[config.mk]
export PLATFORM = sky130hd
export DESIGN_NAME = md5MessagePad
export DESIGN_NICKNAME = d
export VERILOG_FILES = /design/src/md5Pkg.sv /design/src/md5MessagePad.sv
export VERILOG_INCLUDE_DIRS = /design/src
export SDC_FILE = /design/constraint.sdc
export NUM_CORES = 1
export LEC_CHECK = 0
export ABC_AREA = 1
export BUFFER_PORTS_ARGS = -buffer_cell sky130_fd_sc_hd__buf_2
export CAP_MARGIN = 15
export CORE_AREA = 2 2 115 117
export CTS_CLUSTER_DIAMETER = 100
export DETAILED_ROUTE_END_ITERATION = 16
export DIE_AREA = 0 0 117 119
export PLACE_DENSITY = 0.83
export SYNTH_ARGS = -nofsm -noshare
export SYNTH_HDL_FRONTEND = slang
export SYNTH_SLANG_ARGS = --single-unit
[constraint.sdc]
create_clock -name clk -period 1.28 [get_ports clk]
set_clock_uncertainty 0.05 [all_clocks]
set_input_delay 0.192 -clock clk [delete_from_list [all_inputs] [get_ports clk]]
set_output_delay 0.192 -clock clk [all_outputs]
set_load 0.02 [all_outputs]
[src/md5_settings.svh]
`ifndef MD5_SETTINGS_SVH
`define MD5_SETTINGS_SVH

// Pipeline depth, one stage per MD5 step
`define MD5_STEPS 64

`define MD5_WORD_BITS 32

// Message words 0 to 3 and 14, the only ones a short guess can fill
`define MD5_LIVE_WORDS 5

// Guess, 0x80 marker and length must fit in one block
`define MD5_MAX_GUESS_BYTES 15

// Standard initial chaining values
`define MD5_INIT_A 32'h67452301
`define MD5_INIT_B 32'hefcdab89
`define MD5_INIT_C 32'h98badcfe
`define MD5_INIT_D 32'h10325476

`endif

[src/md5Pkg.sv]
`include "md5_settings.svh"

package md5Pkg;

	typedef logic [`MD5_WORD_BITS-1:0] md5Word;

	// Slots 0 to 3 hold message words 0 to 3, slot 4 holds word 14
	typedef md5Word [`MD5_LIVE_WORDS-1:0] md5LiveWords;

	typedef enum logic [1:0] {
		roundF,
		roundG,
		roundH,
		roundI
	} roundFunction;

	// Slot code for message words that are always zero
	localparam int zeroSlot = `MD5_LIVE_WORDS;

	localparam int rotateTable [4][4] = '{
		'{7, 12, 17, 22},
		'{5, 9, 14, 20},
		'{4, 11, 16, 23},
		'{6, 10, 15, 21}
	};

	// Integer part of abs(sin(i + 1)) * 2^32
	localparam md5Word constantTable [`MD5_STEPS] = '{
		32'hd76aa478, 32'he8c7b756, 32'h242070db, 32'hc1bdceee,
		32'hf57c0faf, 32'h4787c62a, 32'ha8304613, 32'hfd469501,
		32'h698098d8, 32'h8b44f7af, 32'hffff5bb1, 32'h895cd7be,
		32'h6b901122, 32'hfd987193, 32'ha679438e, 32'h49b40821,
		32'hf61e2562, 32'hc040b340, 32'h265e5a51, 32'he9b6c7aa,
		32'hd62f105d, 32'h02441453, 32'hd8a1e681, 32'he7d3fbc8,
		32'h21e1cde6, 32'hc33707d6, 32'hf4d50d87, 32'h455a14ed,
		32'ha9e3e905, 32'hfcefa3f8, 32'h676f02d9, 32'h8d2a4c8a,
		32'hfffa3942, 32'h8771f681, 32'h6d9d6122, 32'hfde5380c,
		32'ha4beea44, 32'h4bdecfa9, 32'hf6bb4b60, 32'hbebfbc70,
		32'h289b7ec6, 32'heaa127fa, 32'hd4ef3085, 32'h04881d05,
		32'hd9d4d039, 32'he6db99e5, 32'h1fa27cf8, 32'hc4ac5665,
		32'hf4292244, 32'h432aff97, 32'hab9423a7, 32'hfc93a039,
		32'h655b59c3, 32'h8f0ccc92, 32'hffeff47d, 32'h85845dd1,
		32'h6fa87e4f, 32'hfe2ce6e0, 32'ha3014314, 32'h4e0811a1,
		32'hf7537e82, 32'hbd3af235, 32'h2ad7d2bb, 32'heb86d391
	};

	function automatic roundFunction stepRound(int step);
		case (step / 16)
			0: return roundF;
			1: return roundG;
			2: return roundH;
			default: return roundI;
		endcase
	endfunction

	function automatic int stepRotate(int step);
		return rotateTable[step / 16][step % 4];
	endfunction

	function automatic md5Word stepConstant(int step);
		return constantTable[step];
	endfunction

	// Message schedule of the four rounds
	function automatic int stepWordIndex(int step);
		case (step / 16)
			0: return step % 16;
			1: return (5 * step + 1) % 16;
			2: return (3 * step + 5) % 16;
			default: return (7 * step) % 16;
		endcase
	endfunction

	function automatic int liveSlot(int wordIndex);
		if (wordIndex >= 0 && wordIndex <= 3)
			return wordIndex;
		else if (wordIndex == 14)
			return 4;
		else
			return zeroSlot;
	endfunction

endpackage

[src/md5MessagePad.sv]
`timescale 1ns/1ps
`include "md5_settings.svh"

module md5MessagePad (
	input logic clk,
	input logic reset,
	input logic inValid,
	input logic [127:0] guess,
	input logic [3:0] guessLength,
	output logic blockValid,
	output md5Pkg::md5LiveWords blockWords
);

	import md5Pkg::*;

	localparam int lengthSlot = liveSlot(14);

	md5LiveWords nextWords;

	// Byte i of the block lands in word i/4, little-endian within the word
	always_comb begin
		logic [7:0] padByte;
		nextWords = '0;
		for (int i = 0; i <= `MD5_MAX_GUESS_BYTES; i++) begin
			if (i < int'(guessLength))
				padByte = guess[127 - 8 * i -: 8];
			else if (i == int'(guessLength))
				padByte = 8'h80;
			else
				padByte = 8'h00;
			nextWords[i / 4][8 * (i % 4) +: 8] = padByte;
		end
		// Message length in bits, low word of the 64-bit length field
		nextWords[lengthSlot] = {25'd0, guessLength, 3'b000};
	end

	always_ff @(posedge clk) begin
		if (reset) begin
			blockValid <= 1'b0;
		end else begin
			blockValid <= inValid;
		end
	end

	always_ff @(posedge clk) begin
		if (inValid) begin
			blockWords <= nextWords;
		end
	end

	// A sampled guess must carry a known length
	guessLengthKnown: assert property (
		@(posedge clk) disable iff (reset)
		inValid |-> !$isunknown(guessLength)
	);

endmodule

## Word level (Yosys, flattened, before mapping)

Cells that the tools add are included.

- Word-level logic and storage cells: 68
- Register bits after elaboration: 133

- Equal/unequal tests: 15
- $lt $le $gt $ge: 15
- Reductions and logical operators: 1
- Mux-type cells: 31

Operator list:

| cell | number |
|---|---|
| 8-bit 2-to-1 mux | 31 |
| 4-bit equality test, first input constant | 8 |
| 4-bit < comparator, first input constant | 7 |
| 3-bit by 4-bit equality test with 1-bit output, first input constant | 4 |
| 3-bit by 4-bit < comparator with 1-bit output, first input constant | 4 |
| 2-bit by 4-bit equality test with 1-bit output, first input constant | 2 |
| 1-bit by 4-bit < comparator with 1-bit output, first input constant | 2 |
| 2-bit by 4-bit < comparator with 1-bit output, first input constant | 2 |
| 1-bit by 4-bit equality test with 1-bit output, first input constant | 1 |
| 4-bit logical NOT | 1 |

## Longest topological paths before layout

- Word-level depth: 3
- Gate-level depth with buffers: 6
- Depth with buffers taken out: 5

## Worst setup path before layout

OpenSTA, ideal clock, no wires.

- Path kind: input-to-reg
- Start point: input port guessLength[1]
- End point: register blockWords[0] in the netlist's numbering (data pin)
- Cell stages on the path: 5
- Arrival time: 792 ps
- Slack: 182 ps
- Library setup time: 256 ps
- Path buffers: 1
- Cell sequence: buf_4 nor2_2 inv_2 nor2_4 nor2_1

- Longest elaborated chain between the ends: 2

Ends and longest elaborated chain:

| item | line | RTL |
|---|---|---|
| start, declared | md5MessagePad.sv:9 | `input logic [3:0] guessLength,` |
| 1-bit by 4-bit < comparator with 1-bit output | md5MessagePad.sv:25 | `if (i < int'(guessLength))` |
| 8-bit 2-to-1 mux | md5MessagePad.sv:25 |  |
| end signal, assigned | md5MessagePad.sv:47 | `blockWords <= nextWords;` |
| end, declared | md5MessagePad.sv:11 | `output md5Pkg::md5LiveWords blockWords` |

Every way passes these cells.
A chain may end at the register's enable or synchronous reset.

## Final worst setup path

- Start point: register blockWords[132] in the netlist's numbering
- End point: output port blockWords[132] in the netlist's numbering

No word-level cell between the ends.

==> run summary <==
First-pass GRT wire length: 17700 µm
GRT overflow: 0
Fin Setup TNS: 0 ns
Finished Cell Area: 7410 µm²
Final WL: 12200 µm
Peak per-stage delay on the critical path: 0.43 ns
Die ar.: 13900 µm²
Nets: 882
Crit Path Max Fanout: 1
Tightest Hold Check Type: input pin to register
Crit Path Class: register to output pin
Clk root buf: clkbuf_16
Area of the core: 12900 µm²
Mapped cell area: 5180 µm²
CP Launch Type: register
Critical path cell sequence: buf_6
DR DRC count: 0
Area grow syn2layout: 43.1%
Number of synthesized register bits: 126
Clk slew on worst S/H paths: 0.06 ns
Vert. Die Dim: 119 µm
Mapped Avg Cell Area: 11.5 µm²
Largest net degree at the start of global routing: 59
Dpl ws: -0.0783 ns
Placed inst area: 6680 µm²
Most frequent cells in the layout: 250 x buf_2, 125 x edfxtp_1, 117 x nor2_1, 113 x inv_1, 35 x conb_1
CP endpoint kind: output pin
Startpoint of the worst hold path: guess[35]
Synth top area share: 0.725
Register area share after synthesis: 0.729
Final hold vios: 0
Via-to-Cell Ratio: 4.08
Initial Utilization: 0.402
Worst Path Arrival: 1.00 ns
Synth Instances: 449
CTS H-tree lvls: 4
Unique cell type count in the Yosys netlist: 18
Pins Over Slew Limit: 0
Tmin final: 1.24 ns
Pleak: 3.78 nW
CTS tree: done
Largest area contributor in the netlist: edfxtp_1
CP bufs+invs: 1
Die width: 117 µm
Crit share post-route: 0.967
Setup Viol. Count Final: 0
Crit-path slowest cell: edfxtp_1
Fill count: 1052
Wire length per cell: 13.0 µm
Status: finished, final reports clean
Row count: 42
GP Congestion: 0.724
Crit-path leading delay family: flip-flops
Max Fclk: 808 MHz
Worst path required time: 1.04 ns
Clock sink total: 126
Layout cell share with drive strength beyond 1: 0.413
Initial antenna violation count: 0
Via count: 3821
Dominant cells by area after synthesis: edfxtp_1 72%, nor2_1 8.5%, inv_1 8.2%, buf_4 5.7%, nand2_1 2.4%
RSZ-0062 raised after global routing: yes
ANT nets after route: 0
Setup ws final: 0.0418 ns
Most common cell after layout, fill and taps aside: buf_2
Iteration-0 DRC Markers: 193
Post-CTS setup buffer count: 0
Port bufs: 252
GRT Util Overall: 0.175
CTS Buf Count: 17
Hold path depth: 3
Clock Path Buffers: 2
Pwr dens: 1520 nW/µm²
# IOs: 296
Synth warnings: 0
Worst IR Drop VDD: 0.000954 V
Worst hold margin: 0.0256 ns
Vias in the first global route: 3606
Worst Hold End: blockWords[91]$_SDFFCE_PP0P_
Antenna diode count: 0
Drt pass-1 iters: 4
DPL Wire Length: 9130 µm
Max_cap viols: 0
timing repair:
item | 4_1_cts | 5_1_grt
hold buffers | 13 | 0
setup endpoints to repair | 0 | 1
gates resized for setup | 0 | 2
hold endpoints to repair | 13 | 0
synth_stat cells:
cell and number:
edfxtp_1 125, nor2_1 117, inv_1 113, buf_4 39, nand2_1 33, inv_2 5, nand3_1 3, nor2_2 3
nand2_4 2, a21oi_1 1, a21oi_2 1, buf_2 1, clkinv_2 1, conb_1 1, dfxtp_1 1, nor2_4 1
o21ai_0 1, o21bai_1 1
cell type report:
type / count / area (µm²) / area share
clock buffers: 21 / 450 / 0.0608
inverters: 119 / 448 / 0.0604
flip-flops and latches: 126 / 3770 / 0.509
multi-input cells: 198 / 788 / 0.106
repair buffers: 285 / 1590 / 0.214
clock inverters: 11 / 143 / 0.0192
well taps: 176 / 220 / 0.0297
worst max-delay path by stage:
stage / from / endpoint / slack, ns / cells after the start
floorplan: guessLength[1] / blockWords[0]$_SDFFCE_PP0P_ / 0.18 / 5
global placement: guessLength[3] / blockWords[68]$_SDFFCE_PP0P_ / -0.04 / 6
detailed placement: guessLength[3] / blockWords[65]$_SDFFCE_PP0P_ / -0.08 / 6
CTS: blockWords[132]$_DFFE_PP_ / blockWords[132] / 0.002 / 1
global route: blockWords[132]$_DFFE_PP_ / blockWords[132] / -0.001 / 1
finish: blockWords[132]$_DFFE_PP_ / blockWords[132] / 0.04 / 1
routing by layer:
metal  global-route usage  vias up  routed length [µm]  share of wire
met5                    0        -                   0              0
met4               0.0743        0                 270          0.022
met3               0.0651       24                1060          0.087
met2                0.305      201                6280           0.52
met1                0.187     1694                4560           0.37
li1                     -     1902                   -              -
logic make-up after synthesis:
| logic type | share of synthesized area |
|---|---|
| buffers and inverters | 0.144 |
| AND/OR/NAND/NOR | 0.122 |
| AO/OA/AOI/OAI | 0.00507 |
| flip-flops | 0.729 |
| other | 0.000724 |
where the power goes:
part           leakage [nW]  internal [mW]  switching [mW]
Sequential             1.21           4.91          0.0816
Combinational          2.28          0.515           0.984
Clock                 0.287           3.10            1.69
Total                  3.78           8.53            2.75
registers in the layout, indices dropped and copies added, names as in the netlist:
name / count
blockWords: 125
blockValid: 1
per-stage QoR:
step,cells,util,power (mW)
floorplan,483,-,5.93
global placement,891,0.519,6.52
detailed placement,891,0.519,6.55
CTS,936,0.575,11.4
global route,936,0.576,11.7
finish,936,0.576,11.3
Power figures use the tool's default switching activity.
