[src/md5_settings.svh]
`ifndef MD5_SETTINGS_SVH
`define MD5_SETTINGS_SVH

// Pipeline depth, one stage per MD5 step
`define MD5_STEPS 64

`define MD5_WORD_BITS 32

// Message words 0 to 3 and 14, the only ones a short guess can fill
`define MD5_LIVE_WORDS 5

// Guess, 0x80 marker and length must fit in one block
`define MD5_MAX_GUESS_BYTES 15

// Standard initial chaining values
`define MD5_INIT_A 32'h67452301
`define MD5_INIT_B 32'hefcdab89
`define MD5_INIT_C 32'h98badcfe
`define MD5_INIT_D 32'h10325476

`endif

[src/md5Pkg.sv]
`include "md5_settings.svh"

package md5Pkg;

	typedef logic [`MD5_WORD_BITS-1:0] md5Word;

	// Slots 0 to 3 hold message words 0 to 3, slot 4 holds word 14
	typedef md5Word [`MD5_LIVE_WORDS-1:0] md5LiveWords;

	typedef enum logic [1:0] {
		roundF,
		roundG,
		roundH,
		roundI
	} roundFunction;

	// Slot code for message words that are always zero
	localparam int zeroSlot = `MD5_LIVE_WORDS;

	localparam int rotateTable [4][4] = '{
		'{7, 12, 17, 22},
		'{5, 9, 14, 20},
		'{4, 11, 16, 23},
		'{6, 10, 15, 21}
	};

	// Integer part of abs(sin(i + 1)) * 2^32
	localparam md5Word constantTable [`MD5_STEPS] = '{
		32'hd76aa478, 32'he8c7b756, 32'h242070db, 32'hc1bdceee,
		32'hf57c0faf, 32'h4787c62a, 32'ha8304613, 32'hfd469501,
		32'h698098d8, 32'h8b44f7af, 32'hffff5bb1, 32'h895cd7be,
		32'h6b901122, 32'hfd987193, 32'ha679438e, 32'h49b40821,
		32'hf61e2562, 32'hc040b340, 32'h265e5a51, 32'he9b6c7aa,
		32'hd62f105d, 32'h02441453, 32'hd8a1e681, 32'he7d3fbc8,
		32'h21e1cde6, 32'hc33707d6, 32'hf4d50d87, 32'h455a14ed,
		32'ha9e3e905, 32'hfcefa3f8, 32'h676f02d9, 32'h8d2a4c8a,
		32'hfffa3942, 32'h8771f681, 32'h6d9d6122, 32'hfde5380c,
		32'ha4beea44, 32'h4bdecfa9, 32'hf6bb4b60, 32'hbebfbc70,
		32'h289b7ec6, 32'heaa127fa, 32'hd4ef3085, 32'h04881d05,
		32'hd9d4d039, 32'he6db99e5, 32'h1fa27cf8, 32'hc4ac5665,
		32'hf4292244, 32'h432aff97, 32'hab9423a7, 32'hfc93a039,
		32'h655b59c3, 32'h8f0ccc92, 32'hffeff47d, 32'h85845dd1,
		32'h6fa87e4f, 32'hfe2ce6e0, 32'ha3014314, 32'h4e0811a1,
		32'hf7537e82, 32'hbd3af235, 32'h2ad7d2bb, 32'heb86d391
	};

	function automatic roundFunction stepRound(int step);
		case (step / 16)
			0: return roundF;
			1: return roundG;
			2: return roundH;
			default: return roundI;
		endcase
	endfunction

	function automatic int stepRotate(int step);
		return rotateTable[step / 16][step % 4];
	endfunction

	function automatic md5Word stepConstant(int step);
		return constantTable[step];
	endfunction

	// Message schedule of the four rounds
	function automatic int stepWordIndex(int step);
		case (step / 16)
			0: return step % 16;
			1: return (5 * step + 1) % 16;
			2: return (3 * step + 5) % 16;
			default: return (7 * step) % 16;
		endcase
	endfunction

	function automatic int liveSlot(int wordIndex);
		if (wordIndex >= 0 && wordIndex <= 3)
			return wordIndex;
		else if (wordIndex == 14)
			return 4;
		else
			return zeroSlot;
	endfunction

endpackage

[src/md5Step.sv]
`timescale 1ns/1ps
`include "md5_settings.svh"

module md5Step #(
	parameter int stepIndex = 0
) (
	input logic clk,
	input logic reset,
	input logic inValid,
	input md5Pkg::md5Word a,
	input md5Pkg::md5Word b,
	input md5Pkg::md5Word c,
	input md5Pkg::md5Word d,
	input md5Pkg::md5LiveWords inWords,
	output logic outValid,
	output md5Pkg::md5Word outA,
	output md5Pkg::md5Word outB,
	output md5Pkg::md5Word outC,
	output md5Pkg::md5Word outD,
	output md5Pkg::md5LiveWords outWords
);

	import md5Pkg::*;

	localparam roundFunction roundKind = stepRound(stepIndex);
	localparam int rotateAmount = stepRotate(stepIndex);
	localparam md5Word addConstant = stepConstant(stepIndex);
	localparam int wordSlot = liveSlot(stepWordIndex(stepIndex));

	md5Word roundValue;
	md5Word messageWord;
	md5Word stepSum;
	md5Word rotated;

	always_comb begin
		case (roundKind)
			roundF: roundValue = (b & c) | (~b & d);
			roundG: roundValue = (b & d) | (c & ~d);
			roundH: roundValue = b ^ c ^ d;
			default: roundValue = c ^ (b | ~d);
		endcase
	end

	// Words 4 to 13 and 15 are known zero and never travel down the pipe
	if (wordSlot == zeroSlot) begin : gZeroWord
		assign messageWord = '0;
	end else begin : gLiveWord
		assign messageWord = inWords[wordSlot];
	end

	assign stepSum = a + roundValue + messageWord + addConstant;
	assign rotated = (stepSum << rotateAmount) | (stepSum >> (`MD5_WORD_BITS - rotateAmount));

	always_ff @(posedge clk) begin
		if (reset) begin
			outValid <= 1'b0;
		end else begin
			outValid <= inValid;
		end
	end

	// Standard role shift: new A is old D, new B is the mixed word
	always_ff @(posedge clk) begin
		outA <= d;
		outB <= b + rotated;
		outC <= b;
		outD <= c;
		outWords <= inWords;
	end

	validKnown: assert property (
		@(posedge clk) disable iff (reset)
		!$isunknown(outValid)
	);

endmodule

[config.mk]
export PLATFORM = sky130hd
export DESIGN_NAME = md5Step
export DESIGN_NICKNAME = d
export VERILOG_FILES = /design/src/md5Pkg.sv /design/src/md5Step.sv
export VERILOG_INCLUDE_DIRS = /design/src
export SDC_FILE = /design/constraint.sdc
export NUM_CORES = 1
export LEC_CHECK = 0
export BUFFER_PORTS_ARGS = -buffer_cell sky130_fd_sc_hd__buf_4
export CORE_AREA = 2 2 229 231
export CTS_CLUSTER_DIAMETER = 60
export DETAILED_ROUTE_END_ITERATION = 10
export DIE_AREA = 0 0 231 233
export PLACE_DENSITY_LB_ADDON = 0.12
export SYNTH_ARGS = -nofsm -noshare
export SYNTH_HDL_FRONTEND = slang
export SYNTH_SLANG_ARGS = --single-unit
export TNS_END_PERCENT = 50
[constraint.sdc]
create_clock -name clk -period 7.2 [get_ports clk]
set_clock_uncertainty 0.15 [all_clocks]
set_input_delay 0.72 -clock clk [delete_from_list [all_inputs] [get_ports clk]]
set_output_delay 0.72 -clock clk [all_outputs]
set_load 0.03 [all_outputs]
Word-level counts from Yosys, hierarchy flattened

Cells that the tools add are included.

Bitwise operators: 5
Add/sub/neg operators: 4

Operators with widths:

| kind                   | count |
|---|---|
| $add 32x32->32         | 3 |
| $and 32x32->32         | 2 |
| $add 32x32->32 const B | 1 |
| $not 32->32            | 1 |
| $or 32x32->32          | 1 |
| $or 32x7->32           | 1 |

Input bits: 291
Output and inout port bits: 289
Bits in registers: 289
Logic and storage cells: 19

Depth between registers and ports, before layout

Word-level depth: 8
Gate-level depth with buffers: 24
Mapped depth without buffers: 24

Worst setup path after synthesis

OpenSTA, ideal clock, no wires.

Kind: in2reg
Start: in b[2]
End: reg outB[27]
Cell stages on the path: 22
Data arrival time: 5.647 ns
Path buffers: 0
Setup time: 0.072 ns
Path slack: 1.331 ns
Path through: mux2i_1 fa_1 inv_1 fa_1 ha_1 a211oi_1 o21ai_1 o2111a_1 or2_2 a21o_1 o211a_1 o31ai_1 o311ai_1 ha_1 o21ai_0 a21oi_2 a2111oi_2 o41a_1 o31ai_4 a31oi_4 o21ai_1 xnor2_1

Cells in the longest elaborated chain, start to end: 8
Elaborated cells on any way between the ends: 9
Classes of those cells: add/sub: 4; bitwise: 5

Ends and longest elaborated chain:

| what                         | line          | RTL |
|---|---|---|
| from (decl)                  | md5Step.sv:11 | `input md5Pkg::md5Word b,` |
| $not 32->32                  | md5Step.sv:37 | `roundF: roundValue = (b & c) \| (~b & d);` |
| $and 32x32->32               | md5Step.sv:37 |  |
| $or 32x32->32                | md5Step.sv:37 |  |
| $add 32x32->32 (3 in series) | md5Step.sv:51 | `assign stepSum = a + roundValue + messageWord + addConstant;` |
| $or 32x7->32                 | md5Step.sv:52 | `` assign rotated = (stepSum << rotateAmount) \| (stepSum >> (`MD5_WORD_BITS - rotateAmount)); `` |
| $add 32x32->32 (*)           | md5Step.sv:65 | `outB <= b + rotated;` |
| to (signal assigned)         | md5Step.sv:65 |  |
| to (decl)                    | md5Step.sv:17 | `output md5Pkg::md5Word outB,` |

Every way passes the cells marked *; elsewhere a longest branch is shown, timed or not.
A chain may end at the register's enable or synchronous reset.

Final worst setup path

Start: in b[2]
End: reg outB[25]

The elaborated chain is that of the path after synthesis.

==> metrics <==
status completed; Synth Flop Type dfxtp_1; CP required 7.52 ns; met2 WL 24.06 mm; share of layout cells above drive strength 1 0.4296; CTS max path bufs 3; Die H 233 um; max-cap viol count 0; Post-synth EDFFs 0; Slew @ Worst Pin 0.5534 ns; Fmax 0.1554 GHz; Seq/Total Area, Yosys 0.5422; Layout area overhead 60.45%; drt drc 0; most frequent cells in the layout 580 x buf_4, 289 x dfxtp_1, 128 x inv_1; crit path DAT approximately 6.8 ns; Synth Warn # 0; DP Worst Slack around 0.15 ns; Setup WS post-layout between 0.7 and 0.8 ns; Inserted Diodes 0; grt ovf 0; Slew headroom 0.6284; Final Cycle Share 0.8936; mapped cell area 10670 um2; Die X between 200 and 250 um; vias in the first global route about 9400; Pwr Density 380.2 nW/um2; flop and latch count out of synthesis 289; RSZ-0062 raised after global routing no; CTS tree done; dpl cells 2175; Synth cell types 61; TritonCTS sink count 289; Core Rows just over 80; maximum vdd drop 0.1647 mV; Syn Inst Count between 900 and 1000; Vias/cell 3.955; Vias 8866; Mapped Nets 1335; crit-path max FO 4; routability cong. approximately 0.84; nets 1950; Num CTS Buffers 39; leak pwr 8.496 nW; Clk pin slew, worst setup/hold paths around 0.06 ns; final hold vios 0; post-cts resize count 0; Setup TNS 0 ns; routed wl met3 between 3 and 4 mm; non-filler cells, final about 2200; largest net degree at the start of global routing 13; Hold Buf Count CTS 0; min Tclk post-route 6.434 ns; root buffer cell clkbuf_16; antenna violations before repair 2; worst hold path class input pin to flip-flop; Final ANT Viol Nets 0; final core occ 0.3351; M1 WL 16.53 mm; startpoint type of the worst setup path input pin; first-pass GRT wire length 62.94 mm; asr flop ratio synth 0; Setup-failing EPs final 0; core box area 51090 um2; 1st-iter DRT viols 308; commonest non-fill, non-tap cell in the layout buf_4; Post-DP HPWL 38.83 mm; Initial Util 0.2088; total wire length ~45 mm; synthesized area per cell 11.59 um2; H-tree depth 2; wire length per cell 20.09 um; Max Used Layer met5; die area 53820 um2; crit path capture type flip-flop; GRT Util Overall 0.1620; WS Path Type input pin to flip-flop; Port Buffers about 580; TritonRoute pass-1 iters 5; io pins 580; fin. max-slew vios 0; Post-CTS Setup Bufs 0
[worst paths after layout]
check | start | to | slack [ns] | depth (start not counted)
max | b[2] | outB[25] | 0.77 | 23
min | inWords[147] | outWords[147] | 0.12 | 1
[Yosys cell counts, types with 2 or more instances]
library cell	count	area share
a21o_1	33	0.023
nor4_1	4	0.0023
o21a_1	6	0.0042
inv_1	128	0.045
o22ai_1	2	0.0012
mux2i_1	21	0.020
o31a_1	3	0.0025
a31o_2	2	0.0016
xor2_1	20	0.016
and2_1	3	0.0018
or2_2	4	0.0023
or3_1	8	0.0047
ha_1	90	0.11
xnor2_1	34	0.028
a21oi_1	44	0.021
nor2_1	22	0.0077
o21ai_1	4	0.0019
a21boi_0	2	0.0014
nand4_1	7	0.0041
a31oi_1	7	0.0041
a211oi_1	6	0.0042
o211ai_2	2	0.0023
and3_1	4	0.0023
nand2b_1	7	0.0041
nor3_1	13	0.0061
dfxtp_1	289	0.54
nand3_1	10	0.0047
nor2b_1	4	0.0023
a211o_1	2	0.0016
o31ai_1	3	0.0021
mux2_2	12	0.013
o21bai_1	5	0.0035
o211ai_1	6	0.0042
nand2_1	21	0.0074
o21ai_0	31	0.015
fa_1	33	0.062
clkbuf_1	5	0.0018
[critical path: stages]
cell       delay (ns)
buf_4            0.13
mux2i_1          0.16
fa_1             0.37
inv_1            0.08
fa_1             0.45
ha_1             0.30
a211oi_1         0.32
o21ai_1          0.23
o2111a_1         0.33
or2_2            0.35
a21o_1           0.23
o211a_1          0.28
nor2_1           0.12
xnor2_1          0.29
ha_1             0.45
o211ai_2         0.13
o211ai_2         0.24
a2111oi_2        0.13
o41a_1           0.51
o31ai_4          0.42
a31oi_4          0.17
o21bai_2         0.18
xor2_1           0.14
[routing by layer]
metal | vias up | track usage
met5 | - | 0
met4 | 2 | 0.03952
met3 | 42 | 0.05576
met2 | 324 | 0.3059
met1 | 4162 | 0.1709
li1 | 4336 | -
[state kept, by name (all words and copies together) (netlist names)]
register / flops
outValid: 1
outA: 32
outB: 32
outD: 32
outC: 32
outWords: 160
[stage by stage]
stage          hold slack (ns)  instance area [um2]  power [mW]
2_1_floorplan           0.5977                10670       3.693
3_3_place_gp            0.6742                15850       4.710
3_5_place_dp            0.6756                15850       4.695
4_1_cts                0.08040                17120       6.655
5_1_grt                0.08066                17120       6.968
6_report                0.1157                17120       6.509
[cells by family (layout without fill, tap and decap cells)]
family,count (synthesis),in the layout,synth area share
AOI/OAI and AO/OA,178,178,0.1142
xor gates and xnor gates,54,54,0.04433
adders and majority gates,123,123,0.1674
buffers and inverters,134,775,0.04714
DFF,289,289,0.5422
muxes,33,33,0.03236
and+or+nand+nor,110,110,0.05230
[where the power goes]
| part | internal, mW | leakage, nW | switching [mW] |
|---|---|---|---|
| sequential | 1.80 | 2.44 | 0.0514 |
| combinational | 1.10 | 5.44 | 1.66 |
| clock | 1.14 | 0.616 | 0.759 |
| total | 4.04 | 8.50 | 2.47 |
[cell type report]
| type | count | area (um2) |
|---|---|---|
| clock inverter | 17 | 190.2 |
| multi-input combinational | 498 | 4382 |
| tap | 680 | 850.8 |
| inverter | 128 | 480.5 |
| timing repair buffer | 580 | 4354 |
| sequential | 289 | 5786 |
| clock buffer | 50 | 1077 |
| fill | 5297 | 33970 |
(Power assumes the default switching activity.)
